==> config.mk <==
export PLATFORM = sky130hd
export DESIGN_NAME = ntm_input_gate_top
export DESIGN_NICKNAME = d
export VERILOG_FILES = /design/src/common/ntm_pkg.sv /design/src/common/ntm_mac_if.sv /design/src/source/ntm_operand_store.sv /design/src/matrix_product/ntm_matrix_product.sv /design/src/source/ntm_vector_logistic.sv /design/src/source/ntm_input_gate_vector.sv /design/src/source/ntm_input_gate_top.sv
export VERILOG_INCLUDE_DIRS = /design/src /design/src/common
export SDC_FILE = /design/constraint.sdc
export NUM_CORES = 2
export LEC_CHECK = 0
export BUFFER_PORTS_ARGS = -buffer_cell sky130_fd_sc_hd__buf_2
export CORE_MARGIN = 2
export CORE_UTILIZATION = 28
export CTS_CLUSTER_SIZE = 25
export DETAILED_ROUTE_END_ITERATION = 16
export GPL_ROUTABILITY_DRIVEN = 0
export MAX_ROUTING_LAYER = met4
export PLACE_DENSITY_LB_ADDON = 0.1
export REMOVE_ABC_BUFFERS = 1
export SETUP_SLACK_MARGIN = 0.1
export SKIP_LAST_GASP = 1
export SYNTH_ARGS = -nofsm -noshare
export SYNTH_HDL_FRONTEND = slang
export SYNTH_SLANG_ARGS = --single-unit
==> constraint.sdc <==
create_clock -name CLK -period 46.3 [get_ports CLK]
set_input_delay 6.945 -clock CLK [delete_from_list [all_inputs] [get_ports CLK]]
set_output_delay 6.945 -clock CLK [all_outputs]
set_load 0.005 [all_outputs]
==> src/common/ntm_defs.svh <==
// Size, fixed-point format and activation constants for the input gate datapath
`ifndef NTM_DEFS_SVH
`define NTM_DEFS_SVH

// Signed Q8.8 word
`define NTM_DATA_WIDTH 16
`define NTM_FRAC_BITS  8

// Gate vector length L and operand vector length N
`define NTM_SIZE_L 4
`define NTM_SIZE_N 4

// Matrix entry (l, n) sits at l*N + n
`define NTM_ADDR_WIDTH  4
`define NTM_INDEX_WIDTH 2

// Room for N full 32-bit products plus headroom
`define NTM_ACC_WIDTH 40

// Hard sigmoid, 0.5 + z/4 clamped to [0, 1] in Q8.8
`define NTM_SIG_HALF  128
`define NTM_SIG_ONE   256
`define NTM_SIG_SHIFT 2

`endif

==> src/common/ntm_pkg.sv <==
// Shared data, accumulator, operand-select and controller state types
`include "ntm_defs.svh"

package ntm_pkg;

  //////////////////////////////////////////////////////////////////////
  // Datapath words
  //////////////////////////////////////////////////////////////////////

  typedef logic signed [`NTM_DATA_WIDTH-1:0] data_t; // Q8.8
  typedef logic signed [`NTM_ACC_WIDTH-1:0]  acc_t;  // Full-precision dot product

  //////////////////////////////////////////////////////////////////////
  // Operand arrays
  //////////////////////////////////////////////////////////////////////

  typedef enum logic [2:0] {
    SEL_W = 3'd0, // Input weights, L x N
    SEL_K = 3'd1, // Read-vector weights, L x N
    SEL_U = 3'd2, // Recurrent weights, L x N
    SEL_X = 3'd3, // Controller input
    SEL_R = 3'd4, // Read vector
    SEL_H = 3'd5, // Previous hidden state
    SEL_B = 3'd6  // Bias, one per gate element
  } operand_sel_e;

  //////////////////////////////////////////////////////////////////////
  // Controller FSM
  //////////////////////////////////////////////////////////////////////

  typedef enum logic [2:0] {
    ST_IDLE     = 3'd0,
    ST_PRODUCT  = 3'd1, // One MAC per column
    ST_RESULT   = 3'd2, // Row result latched, accumulator cleared
    ST_BIAS     = 3'd3,
    ST_LOGISTIC = 3'd4
  } gate_state_e;

endpackage

==> src/common/ntm_mac_if.sv <==
// Controller to matrix-product link: clear, enable, operand pair and row result
`timescale 1ns/10ps

interface ntm_mac_if;

  //////////////////////////////////////////////////////////////////////
  // Signals
  //////////////////////////////////////////////////////////////////////

  logic           clear;  // Latch row result, zero accumulator
  logic           enable; // Accumulate data_a * data_b this cycle
  ntm_pkg::data_t data_a; // Matrix entry
  ntm_pkg::data_t data_b; // Vector entry
  ntm_pkg::data_t result; // Scaled, saturated row sum

  //////////////////////////////////////////////////////////////////////
  // Views
  //////////////////////////////////////////////////////////////////////

  // Sequencer side
  modport ctrl (
    output clear,
    output enable,
    output data_a,
    output data_b,
    input  result
  );

  // Product engine side
  modport mac (
    input  clear,
    input  enable,
    input  data_a,
    input  data_b,
    output result
  );

endinterface

==> src/source/ntm_operand_store.sv <==
// Operand register file for W, K, U, x, r, h and b with host write and two read ports
`timescale 1ns/10ps
`include "ntm_defs.svh"

module ntm_operand_store (
  input  logic                          CLK,
  input  logic                          RST,
  input  logic                          busy,     // Run in progress, host writes dropped
  input  logic                          wr_en,
  input  ntm_pkg::operand_sel_e         wr_sel,
  input  logic [`NTM_ADDR_WIDTH-1:0]    wr_addr,
  input  ntm_pkg::data_t                wr_data,
  input  ntm_pkg::operand_sel_e         mat_sel,  // W, K or U
  input  logic [`NTM_ADDR_WIDTH-1:0]    mat_addr,
  input  ntm_pkg::operand_sel_e         vec_sel,  // x, r, h or b
  input  logic [`NTM_INDEX_WIDTH-1:0]   vec_addr,
  output ntm_pkg::data_t                mat_data,
  output ntm_pkg::data_t                vec_data
);

  // Matrices flattened row-major
  ntm_pkg::data_t w_mem [0:`NTM_SIZE_L*`NTM_SIZE_N-1];
  ntm_pkg::data_t k_mem [0:`NTM_SIZE_L*`NTM_SIZE_N-1];
  ntm_pkg::data_t u_mem [0:`NTM_SIZE_L*`NTM_SIZE_N-1];
  ntm_pkg::data_t x_mem [0:`NTM_SIZE_N-1];
  ntm_pkg::data_t r_mem [0:`NTM_SIZE_N-1];
  ntm_pkg::data_t h_mem [0:`NTM_SIZE_N-1];
  ntm_pkg::data_t b_mem [0:`NTM_SIZE_L-1];

  logic                        wr_ok;    // Write accepted this edge
  logic [`NTM_INDEX_WIDTH-1:0] wr_index; // Vector slot

  assign wr_ok    = wr_en && !busy;
  assign wr_index = wr_addr[`NTM_INDEX_WIDTH-1:0];

  ///////////////////////////////////////////////////////////////////////
  // Host write
  ///////////////////////////////////////////////////////////////////////

  always_ff @(posedge CLK or posedge RST) begin
    if (RST) begin
      w_mem <= '{default: '0};
      k_mem <= '{default: '0};
      u_mem <= '{default: '0};
      x_mem <= '{default: '0};
      r_mem <= '{default: '0};
      h_mem <= '{default: '0};
      b_mem <= '{default: '0};
    end else if (wr_ok) begin
      case (wr_sel)
        ntm_pkg::SEL_W: w_mem[wr_addr]  <= wr_data;
        ntm_pkg::SEL_K: k_mem[wr_addr]  <= wr_data;
        ntm_pkg::SEL_U: u_mem[wr_addr]  <= wr_data;
        ntm_pkg::SEL_X: x_mem[wr_index] <= wr_data;
        ntm_pkg::SEL_R: r_mem[wr_index] <= wr_data;
        ntm_pkg::SEL_H: h_mem[wr_index] <= wr_data;
        ntm_pkg::SEL_B: b_mem[wr_index] <= wr_data;
        default: ; // Unused code, nothing written
      endcase
    end
  end

  ///////////////////////////////////////////////////////////////////////
  // Read ports, combinational
  ///////////////////////////////////////////////////////////////////////

  always_comb begin
    case (mat_sel)
      ntm_pkg::SEL_W: mat_data = w_mem[mat_addr];
      ntm_pkg::SEL_K: mat_data = k_mem[mat_addr];
      ntm_pkg::SEL_U: mat_data = u_mem[mat_addr];
      default:        mat_data = '0;
    endcase
  end

  always_comb begin
    case (vec_sel)
      ntm_pkg::SEL_X: vec_data = x_mem[vec_addr];
      ntm_pkg::SEL_R: vec_data = r_mem[vec_addr];
      ntm_pkg::SEL_H: vec_data = h_mem[vec_addr];
      ntm_pkg::SEL_B: vec_data = b_mem[vec_addr];
      default:        vec_data = '0;
    endcase
  end

  // Host must keep vector writes inside the N slots; upper address bits are not decoded
  a_vec_addr_range: assert property (@(posedge CLK) disable iff (RST)
    (wr_ok && wr_sel inside {ntm_pkg::SEL_X, ntm_pkg::SEL_R, ntm_pkg::SEL_H, ntm_pkg::SEL_B})
      |-> (wr_addr < `NTM_SIZE_N));

endmodule

==> src/matrix_product/ntm_matrix_product.sv <==
// Multiply-accumulate row engine with Q8.8 rescale and 16-bit saturation
`timescale 1ns/10ps
`include "ntm_defs.svh"

module ntm_matrix_product (
  input logic   CLK,
  input logic   RST,
  ntm_mac_if.mac mac
);

  ///////////////////////////////////////////////////////////////////////
  // Constants
  ///////////////////////////////////////////////////////////////////////

  // Word limits held at accumulator width for the compare
  localparam ntm_pkg::acc_t MAX_WORD = 2**(`NTM_DATA_WIDTH-1) - 1;
  localparam ntm_pkg::acc_t MIN_WORD = -(2**(`NTM_DATA_WIDTH-1));

  ///////////////////////////////////////////////////////////////////////
  // Signals
  ///////////////////////////////////////////////////////////////////////

  ntm_pkg::acc_t  acc;      // Running row sum, Q16.16
  ntm_pkg::acc_t  product;  // Current term, sign-extended
  ntm_pkg::acc_t  shifted;  // Back to Q8.8 scale
  ntm_pkg::data_t sat_word; // Clipped to one word

  ///////////////////////////////////////////////////////////////////////
  // Body
  ///////////////////////////////////////////////////////////////////////

  // 16x16 signed, widened before the add
  assign product = ntm_pkg::acc_t'(mac.data_a * mac.data_b);
  assign shifted = acc >>> `NTM_FRAC_BITS; // Arithmetic, keeps sign

  always_comb begin
    if (shifted > MAX_WORD) begin
      sat_word = MAX_WORD[`NTM_DATA_WIDTH-1:0];
    end else if (shifted < MIN_WORD) begin
      sat_word = MIN_WORD[`NTM_DATA_WIDTH-1:0];
    end else begin
      sat_word = shifted[`NTM_DATA_WIDTH-1:0];
    end
  end

  always_ff @(posedge CLK or posedge RST) begin
    if (RST) begin
      acc        <= '0;
      mac.result <= '0;
    end else if (mac.clear) begin
      mac.result <= sat_word; // Valid from next cycle on
      acc        <= '0;       // Ready for next row
    end else if (mac.enable) begin
      acc <= acc + product;
    end
  end

  // Sequencer keeps clear and enable apart, else a term would be lost
  a_clear_enable_excl: assert property (@(posedge CLK) disable iff (RST)
    !(mac.clear && mac.enable));

endmodule

==> src/source/ntm_vector_logistic.sv <==
// Registered hard-sigmoid stage, 0.5 + z/4 clamped to [0, 1], with index pass-through
`timescale 1ns/10ps
`include "ntm_defs.svh"

module ntm_vector_logistic (
  input  logic                        CLK,
  input  logic                        RST,
  input  logic                        valid_in,
  input  ntm_pkg::data_t              z_in,      // Pre-activation, Q8.8
  input  logic [`NTM_INDEX_WIDTH-1:0] index_in,
  output logic                        valid_out,
  output ntm_pkg::data_t              y_out,     // Gate value, 0 .. 1.0
  output logic [`NTM_INDEX_WIDTH-1:0] index_out
);

  ///////////////////////////////////////////////////////////////////////
  // Hard sigmoid
  ///////////////////////////////////////////////////////////////////////

  ntm_pkg::data_t                   z_quarter; // z / 4
  logic signed [`NTM_DATA_WIDTH:0]  biased;    // One extra bit, never wraps
  ntm_pkg::data_t                   y_next;

  assign z_quarter = z_in >>> `NTM_SIG_SHIFT;
  assign biased    = `NTM_SIG_HALF + z_quarter;

  // Clamp to [0, 1.0]
  always_comb begin
    if (biased < 0) begin
      y_next = '0;
    end else if (biased > `NTM_SIG_ONE) begin
      y_next = `NTM_SIG_ONE;
    end else begin
      y_next = biased[`NTM_DATA_WIDTH-1:0];
    end
  end

  ///////////////////////////////////////////////////////////////////////
  // Output register
  ///////////////////////////////////////////////////////////////////////

  always_ff @(posedge CLK or posedge RST) begin
    if (RST) begin
      valid_out <= 1'b0;
    end else begin
      valid_out <= valid_in; // One-cycle strobe
    end
  end

  // Value and index only move with a valid input
  always_ff @(posedge CLK) begin
    if (valid_in) begin
      y_out     <= y_next;
      index_out <= index_in;
    end
  end

endmodule

==> src/source/ntm_input_gate_vector.sv <==
// Input gate sequencer FSM: three row products, saturating sum, bias add and hand-off
`timescale 1ns/10ps
`include "ntm_defs.svh"

module ntm_input_gate_vector (
  input  logic                        CLK,
  input  logic                        RST,
  input  logic                        start,
  ntm_mac_if.ctrl                     mac,
  input  ntm_pkg::data_t              mat_data,
  input  ntm_pkg::data_t              vec_data,
  output logic                        ready,    // One pulse after the last element
  output logic                        busy,
  output ntm_pkg::operand_sel_e       mat_sel,
  output logic [`NTM_ADDR_WIDTH-1:0]  mat_addr,
  output ntm_pkg::operand_sel_e       vec_sel,
  output logic [`NTM_INDEX_WIDTH-1:0] vec_addr,
  output logic                        z_valid,
  output ntm_pkg::data_t              z_out,
  output logic [`NTM_INDEX_WIDTH-1:0] z_index
);

  ///////////////////////////////////////////////////////////////////////
  // Signals
  ///////////////////////////////////////////////////////////////////////

  ntm_pkg::gate_state_e        state;
  logic [`NTM_INDEX_WIDTH-1:0] element;   // Gate row l
  logic [`NTM_INDEX_WIDTH-1:0] column;    // Term n within the row
  logic [1:0]                  product;   // 0 W.x, 1 K.r, 2 U.h
  logic                        last_done; // Final element left the FSM
  ntm_pkg::data_t              sum;       // Running pre-activation
  ntm_pkg::data_t              z_next;

  // Two's-complement add clipped to one word
  function automatic ntm_pkg::data_t sat_add(input ntm_pkg::data_t a,
                                             input ntm_pkg::data_t b);
    logic signed [`NTM_DATA_WIDTH:0] s;
    s = a + b;
    if (s[`NTM_DATA_WIDTH] != s[`NTM_DATA_WIDTH-1]) begin
      // Overflow, pick the limit by true sign
      return s[`NTM_DATA_WIDTH] ? {1'b1, {(`NTM_DATA_WIDTH-1){1'b0}}}
                                : {1'b0, {(`NTM_DATA_WIDTH-1){1'b1}}};
    end
    return s[`NTM_DATA_WIDTH-1:0];
  endfunction

  ///////////////////////////////////////////////////////////////////////
  // Operand addressing and MAC drive
  ///////////////////////////////////////////////////////////////////////

  always_comb begin
    case (product)
      2'd0: begin
        mat_sel = ntm_pkg::SEL_W;
        vec_sel = ntm_pkg::SEL_X;
      end
      2'd1: begin
        mat_sel = ntm_pkg::SEL_K;
        vec_sel = ntm_pkg::SEL_R;
      end
      default: begin
        mat_sel = ntm_pkg::SEL_U;
        vec_sel = ntm_pkg::SEL_H;
      end
    endcase
    vec_addr = column;
    if (state == ntm_pkg::ST_BIAS) begin // Bias is indexed by row
      vec_sel  = ntm_pkg::SEL_B;
      vec_addr = element;
    end
  end

  assign mat_addr   = {element, column}; // l*N + n
  assign mac.enable = (state == ntm_pkg::ST_PRODUCT);
  assign mac.clear  = (state == ntm_pkg::ST_RESULT);
  assign mac.data_a = mat_data;
  assign mac.data_b = vec_data;

  // Busy until ready goes out, so no restart overlaps it
  assign busy = (state != ntm_pkg::ST_IDLE) || last_done;

  // ((W.x + K.r) + U.h) + b, each step saturating
  assign z_next = sat_add(sat_add(sum, mac.result), vec_data);

  ///////////////////////////////////////////////////////////////////////
  // FSM
  ///////////////////////////////////////////////////////////////////////

  always_ff @(posedge CLK or posedge RST) begin
    if (RST) begin
      state     <= ntm_pkg::ST_IDLE;
      element   <= '0;
      column    <= '0;
      product   <= '0;
      last_done <= 1'b0;
      ready     <= 1'b0;
      z_valid   <= 1'b0;
    end else begin
      z_valid   <= 1'b0;
      last_done <= 1'b0;
      ready     <= last_done;
      case (state)
        ntm_pkg::ST_IDLE: begin
          if (start && !last_done) begin
            state   <= ntm_pkg::ST_PRODUCT;
            element <= '0;
            column  <= '0;
            product <= '0;
          end
        end
        ntm_pkg::ST_PRODUCT: begin
          column <= column + 1'b1; // Wraps to 0 after N-1
          if (column == `NTM_SIZE_N-1) state <= ntm_pkg::ST_RESULT;
        end
        ntm_pkg::ST_RESULT: begin
          if (product == 2'd2) begin
            state <= ntm_pkg::ST_BIAS;
          end else begin
            product <= product + 1'b1;
            state   <= ntm_pkg::ST_PRODUCT;
          end
        end
        ntm_pkg::ST_BIAS: begin
          z_valid <= 1'b1; // Logistic samples during ST_LOGISTIC
          state   <= ntm_pkg::ST_LOGISTIC;
        end
        ntm_pkg::ST_LOGISTIC: begin
          if (element == `NTM_SIZE_L-1) begin
            last_done <= 1'b1;
            state     <= ntm_pkg::ST_IDLE;
          end else begin
            element <= element + 1'b1;
            product <= '0;
            state   <= ntm_pkg::ST_PRODUCT;
          end
        end
        default: state <= ntm_pkg::ST_IDLE;
      endcase
    end
  end

  ///////////////////////////////////////////////////////////////////////
  // Running sum
  ///////////////////////////////////////////////////////////////////////

  // Previous row result is valid on the first column of the next product
  always_ff @(posedge CLK) begin
    if (state == ntm_pkg::ST_PRODUCT && column == '0 && product != 2'd0) begin
      sum <= (product == 2'd1) ? mac.result : sat_add(sum, mac.result);
    end
    if (state == ntm_pkg::ST_BIAS) begin
      z_out   <= z_next;
      z_index <= element;
    end
  end

  // Completion must not be flagged while a run still holds the datapath
  a_ready_not_busy: assert property (@(posedge CLK) disable iff (RST)
    $rose(ready) |-> !busy);

endmodule

==> src/source/ntm_input_gate_top.sv <==
// Input gate top: operand store, sequencer, MAC row engine and hard-sigmoid stage
`timescale 1ns/10ps
`include "ntm_defs.svh"

module ntm_input_gate_top (
  input  logic                        CLK,
  input  logic                        RST,
  input  logic                        start,
  input  logic                        wr_en,
  input  ntm_pkg::operand_sel_e       wr_sel,
  input  logic [`NTM_ADDR_WIDTH-1:0]  wr_addr,
  input  ntm_pkg::data_t              wr_data,
  output logic                        ready,
  output logic                        i_out_enable,
  output logic [`NTM_INDEX_WIDTH-1:0] i_out_index,
  output ntm_pkg::data_t              i_out
);

  ///////////////////////////////////////////////////////////////////////
  // Internal wiring
  ///////////////////////////////////////////////////////////////////////

  logic                        busy;
  ntm_pkg::operand_sel_e       mat_sel;
  logic [`NTM_ADDR_WIDTH-1:0]  mat_addr;
  ntm_pkg::data_t              mat_data;
  ntm_pkg::operand_sel_e       vec_sel;
  logic [`NTM_INDEX_WIDTH-1:0] vec_addr;
  ntm_pkg::data_t              vec_data;
  logic                        z_valid;   // Pre-activation hand-off
  ntm_pkg::data_t              z_out;
  logic [`NTM_INDEX_WIDTH-1:0] z_index;

  ntm_mac_if mac_if ();

  ///////////////////////////////////////////////////////////////////////
  // Blocks
  ///////////////////////////////////////////////////////////////////////

  ntm_operand_store i_ntm_operand_store (
    .CLK, .RST, .busy, .wr_en, .wr_sel, .wr_addr, .wr_data,
    .mat_sel, .mat_addr, .vec_sel, .vec_addr, .mat_data, .vec_data
  );

  ntm_input_gate_vector i_ntm_input_gate_vector (
    .CLK, .RST, .start, .mac(mac_if.ctrl), .mat_data, .vec_data,
    .ready, .busy, .mat_sel, .mat_addr, .vec_sel, .vec_addr,
    .z_valid, .z_out, .z_index
  );

  ntm_matrix_product i_ntm_matrix_product (
    .CLK, .RST, .mac(mac_if.mac)
  );

  // Output strobe comes straight from the activation register
  ntm_vector_logistic i_ntm_vector_logistic (
    .CLK, .RST, .valid_in(z_valid), .z_in(z_out), .index_in(z_index),
    .valid_out(i_out_enable), .y_out(i_out), .index_out(i_out_index)
  );

endmodule

==> results.md <==
- Status: completed
- Clock sink count: 1142
- Core area: between 200000 and 250000 um2
- Initial DRT Pass Iterations: 5
- Mapped Area: 64900 um2
- Vias/cell: between 4 and 5
- Number of max-cap violations: 0
- F_max: between 80 and 90 MHz
- H-tree Lvls: 4
- Syn Inst Count: roughly 4800
- Full die area: approximately 240000 um2
- Yosys cell types: 76
- Commonest non-fill, non-tap cell in the layout: dfrtp_1
- Drt initial violations: between 2000 and 2500
- Die width: around 490 um
- Most used DFF post-synth: dfrtp_1
- P_sw: 0.501 mW
- Clock slew at reported path FFs: ~0.060 ns
- Area grow syn2layout: 13.4%
- Hold depth: 0
- Worst Hold Class: flop to flop
- Fin crit share: between 20% and 30%
- Die height: a little under 500 um
- Sw Ratio: 23.1%
- CP most frequent cell: fa_1
- Layout cells sized above 1: 36.5%
- Gr ovfl total: 0
- Async S/R FF share, synth: between 90 and 100%
- Drt wl/cell: ~25 um
- EDFF count, synth: 49
- Via count: 38500
- Gr usage total: 17.6%
- Critical Path Start Type: flop
- Clk buf depth: 3
- Routed Antenna Nets: 0
- Power, Total: between 2 and 2.5 mW
- CP top delay family: adder cells
- Lkg Pwr: about 35 nW
- Clock share of power: between 50% and 60%
- CTS root buffer: clkbuf_16
- Rel. slew slack: 23.2%
- RSZ-0062 raised after global routing: false
- Effective utilization at floorplan: ~28%
- Initial antenna violation count: 20
- Post-layout util: about a third
- Fillers: roughly 23000
- Setup violators final: 0
- Crit path DAT: around 12 ns
- Critical-path maximum fanout: 35
- Syn avg cell area: 13.5 um2
- Hold Vio Cnt, Final: 0
- Fin crit period: between 10 and 15 ns
- Post-synthesis sequential area ratio: around 44%
- Nets@finish: ~5300
- Max Clock Skew: between 0.03 and 0.04 ns
- Placed Instances: about 7700
- Largest net degree at the start of global routing: 92
- Post-detail-place hpwl: 129000 um
- CP max-delay cell: dfrtp_4
- Combinational power share: 2.0%
- Number of synthesized register bits: ~1100
- Most frequent cells in the layout: dfrtp_1, mux2_2, inv_1
- Clock latency on the worst-skew pair: about 0.8 ns
- DRC violations left: 0
- Setup crit end kind: flop
- First-pass GRT wire length: ~300000 um
- IO Count: 47
- Maximum VDD drop: roughly 0.000036 V
- Crit path buf inv count: 8
- CP required: roughly 47 ns
- FP Rows: between 150 and 200
- Crit path depth: 29
- Post_cts resized: 0
- CP peak stage delay: ~0.93 ns
- Cell-internal power: 1.67 mW
- Yosys warning total: 0
- Final TNS setup: 0 ns
- DRT Wirelength: 198000 um
- TritonCTS Buffers: 143
- Final Slew Violations: 0
- Seq pwr share: between 40 and 50%
- Power per standard cell area: 29.5 nW/um2
- Setup CP Type: flop to flop
- CTS tree: done
- Worst Tran Pin Value: roughly 1.2 ns
- Vias in the first global route: 42300
- FF-to-FF path depth: 29
- Final Non-Filler Cells: a little under 8000
- Buffers on Ports: 46
- Post-CTS setup buffers: 0
- Hold_buf cts: 0
## state kept, by name (all words and copies together), names as in the netlist, 2 cells and up
name and flops:
i_ntm_operand_store.k_mem 256, i_ntm_operand_store.u_mem 256, i_ntm_operand_store.w_mem 256, i_ntm_operand_store.b_mem 64, i_ntm_operand_store.h_mem 64, i_ntm_operand_store.r_mem 64
i_ntm_operand_store.x_mem 64, i_ntm_matrix_product.acc 40, i_ntm_input_gate_vector.sum 16, i_ntm_matrix_product.mac.result 16, i_ntm_vector_logistic.y_out 15, i_ntm_input_gate_vector.z_out 14
i_ntm_input_gate_vector.state 3, i_ntm_input_gate_vector.column 2, i_ntm_input_gate_vector.element 2, i_ntm_input_gate_vector.product 2, i_ntm_input_gate_vector.z_index 2, i_ntm_vector_logistic.index_out 2
## power by group through the flow
stage	logic, mW	clock network, mW	registers [mW]
2_1_floorplan	0.0158	0	1.02
3_3_place_gp	0.0464	0	1.02
3_5_place_dp	0.0461	0	1.02
4_1_cts	0.0462	1.16	1.00
5_1_grt	0.0502	1.21	1.00
6_report	0.0436	1.12	1.00
## metal layers
layer	wire length (um)	share of wire [%]	vias up	track usage (%)
met5	0	0	-	-
met2	98900	50	458	29.2
met1	91100	46	21000	23.1
met4	3170	1.6	0	3.23
met3	5180	2.6	198	2.17
li1	-	-	16900	-
## synthesized netlist by cell type (all sizes together) (3+ instances only)
| cell type | instances | share of area, % |
|---|---|---|
| or3 | 3 | 0.029 |
| a22o | 11 | 0.15 |
| mux2i | 15 | 0.24 |
| o21bai | 8 | 0.093 |
| a31oi | 11 | 0.11 |
| nand2 | 251 | 1.5 |
| a22oi | 32 | 0.37 |
| clkinv | 4 | 0.023 |
| ha | 154 | 3.0 |
| nand2b | 19 | 0.18 |
| and3 | 5 | 0.048 |
| xor2 | 27 | 0.36 |
| xnor2 | 39 | 0.53 |
| nor3 | 13 | 0.11 |
| o21ai | 97 | 0.75 |
| a211oi | 6 | 0.069 |
| a221o | 18 | 0.28 |
| o31ai | 7 | 0.081 |
| mux2 | 1041 | 18 |
| nor2 | 123 | 0.72 |
| nand3 | 17 | 0.13 |
| inv | 439 | 2.5 |
| edfxtp | 49 | 2.3 |
| a21o | 31 | 0.36 |
| a41oi | 3 | 0.040 |
| a21oi | 161 | 1.2 |
| clkbuf | 243 | 1.4 |
| o21a | 14 | 0.16 |
| fa | 332 | 10 |
| nor4 | 12 | 0.13 |
| nor2b | 17 | 0.16 |
| o211ai | 7 | 0.081 |
| dfrtp | 1093 | 42 |
| nor3b | 20 | 0.23 |
| or2 | 8 | 0.077 |
| buf | 74 | 0.57 |
| nand4 | 16 | 0.15 |
| and2 | 55 | 0.53 |
| mux4 | 300 | 10 |
## layout make-up
type	count	area (um2)	share of cell area [%]
antenna	5	12.5	0.0170
clock buffer	206	4130	5.61
clock inverter	42	573	0.779
inverter	443	1670	2.27
multi-input combinational	2911	33300	45.3
sequential	1142	28800	39.2
tap	3026	3790	5.15
timing repair buffer	179	1230	1.67
## path summary, 6_finish.rpt
path / start / end / slack (ns)
worst min-delay path: i_ntm_input_gate_vector.z_index[1]$_DFFE_PP_ / i_ntm_vector_logistic.index_out[1]$_DFFE_PP_ / 0.42
worst max register to register: i_ntm_input_gate_vector.column[0]$_DFFE_PP0P_ / i_ntm_matrix_product.acc[39]$_DFFE_PP0P_ / 34.64
worst max-delay path: i_ntm_input_gate_vector.column[0]$_DFFE_PP0P_ / i_ntm_matrix_product.acc[39]$_DFFE_PP0P_ / 34.64
max in group asynchronous: RST / i_ntm_operand_store.u_mem[171]$_DFFE_PP0P_ / 36.01
worst min register to register: i_ntm_input_gate_vector.z_index[1]$_DFFE_PP_ / i_ntm_vector_logistic.index_out[1]$_DFFE_PP_ / 0.42
min in group asynchronous: RST / i_ntm_vector_logistic.valid_out$_DFF_PP0_ / 6.26
## per-stage QoR
step	setup slack (ns)	hold WS (ns)	cell area (um2)
2_1_floorplan	8.58	0.375	63600
4_1_cts	34.43	0.427	73500
3_3_place_gp	34.45	0.410	68800
3_5_place_dp	34.45	0.414	68800
5_1_grt	33.81	0.439	73500
6_report	34.64	0.424	73600
## kinds of logic (layout without fill, tap and decap cells)
group                      after synthesis  in the layout  share of synthesized area, %
AOI/OAI and AO/OA                      426            426                          4.05
xor gates and xnor gates                66             66                         0.891
adders and majority gates              488            488                          13.2
buffers and inverters                  760            870                          4.54
DFF                                   1142           1142                          44.4
muxes                                 1356           1356                          28.7
other                                    1             11                       0.00578
and+or+nand+nor                        569            569                          4.14
No activity file was read; power rests on OpenSTA's default activity.
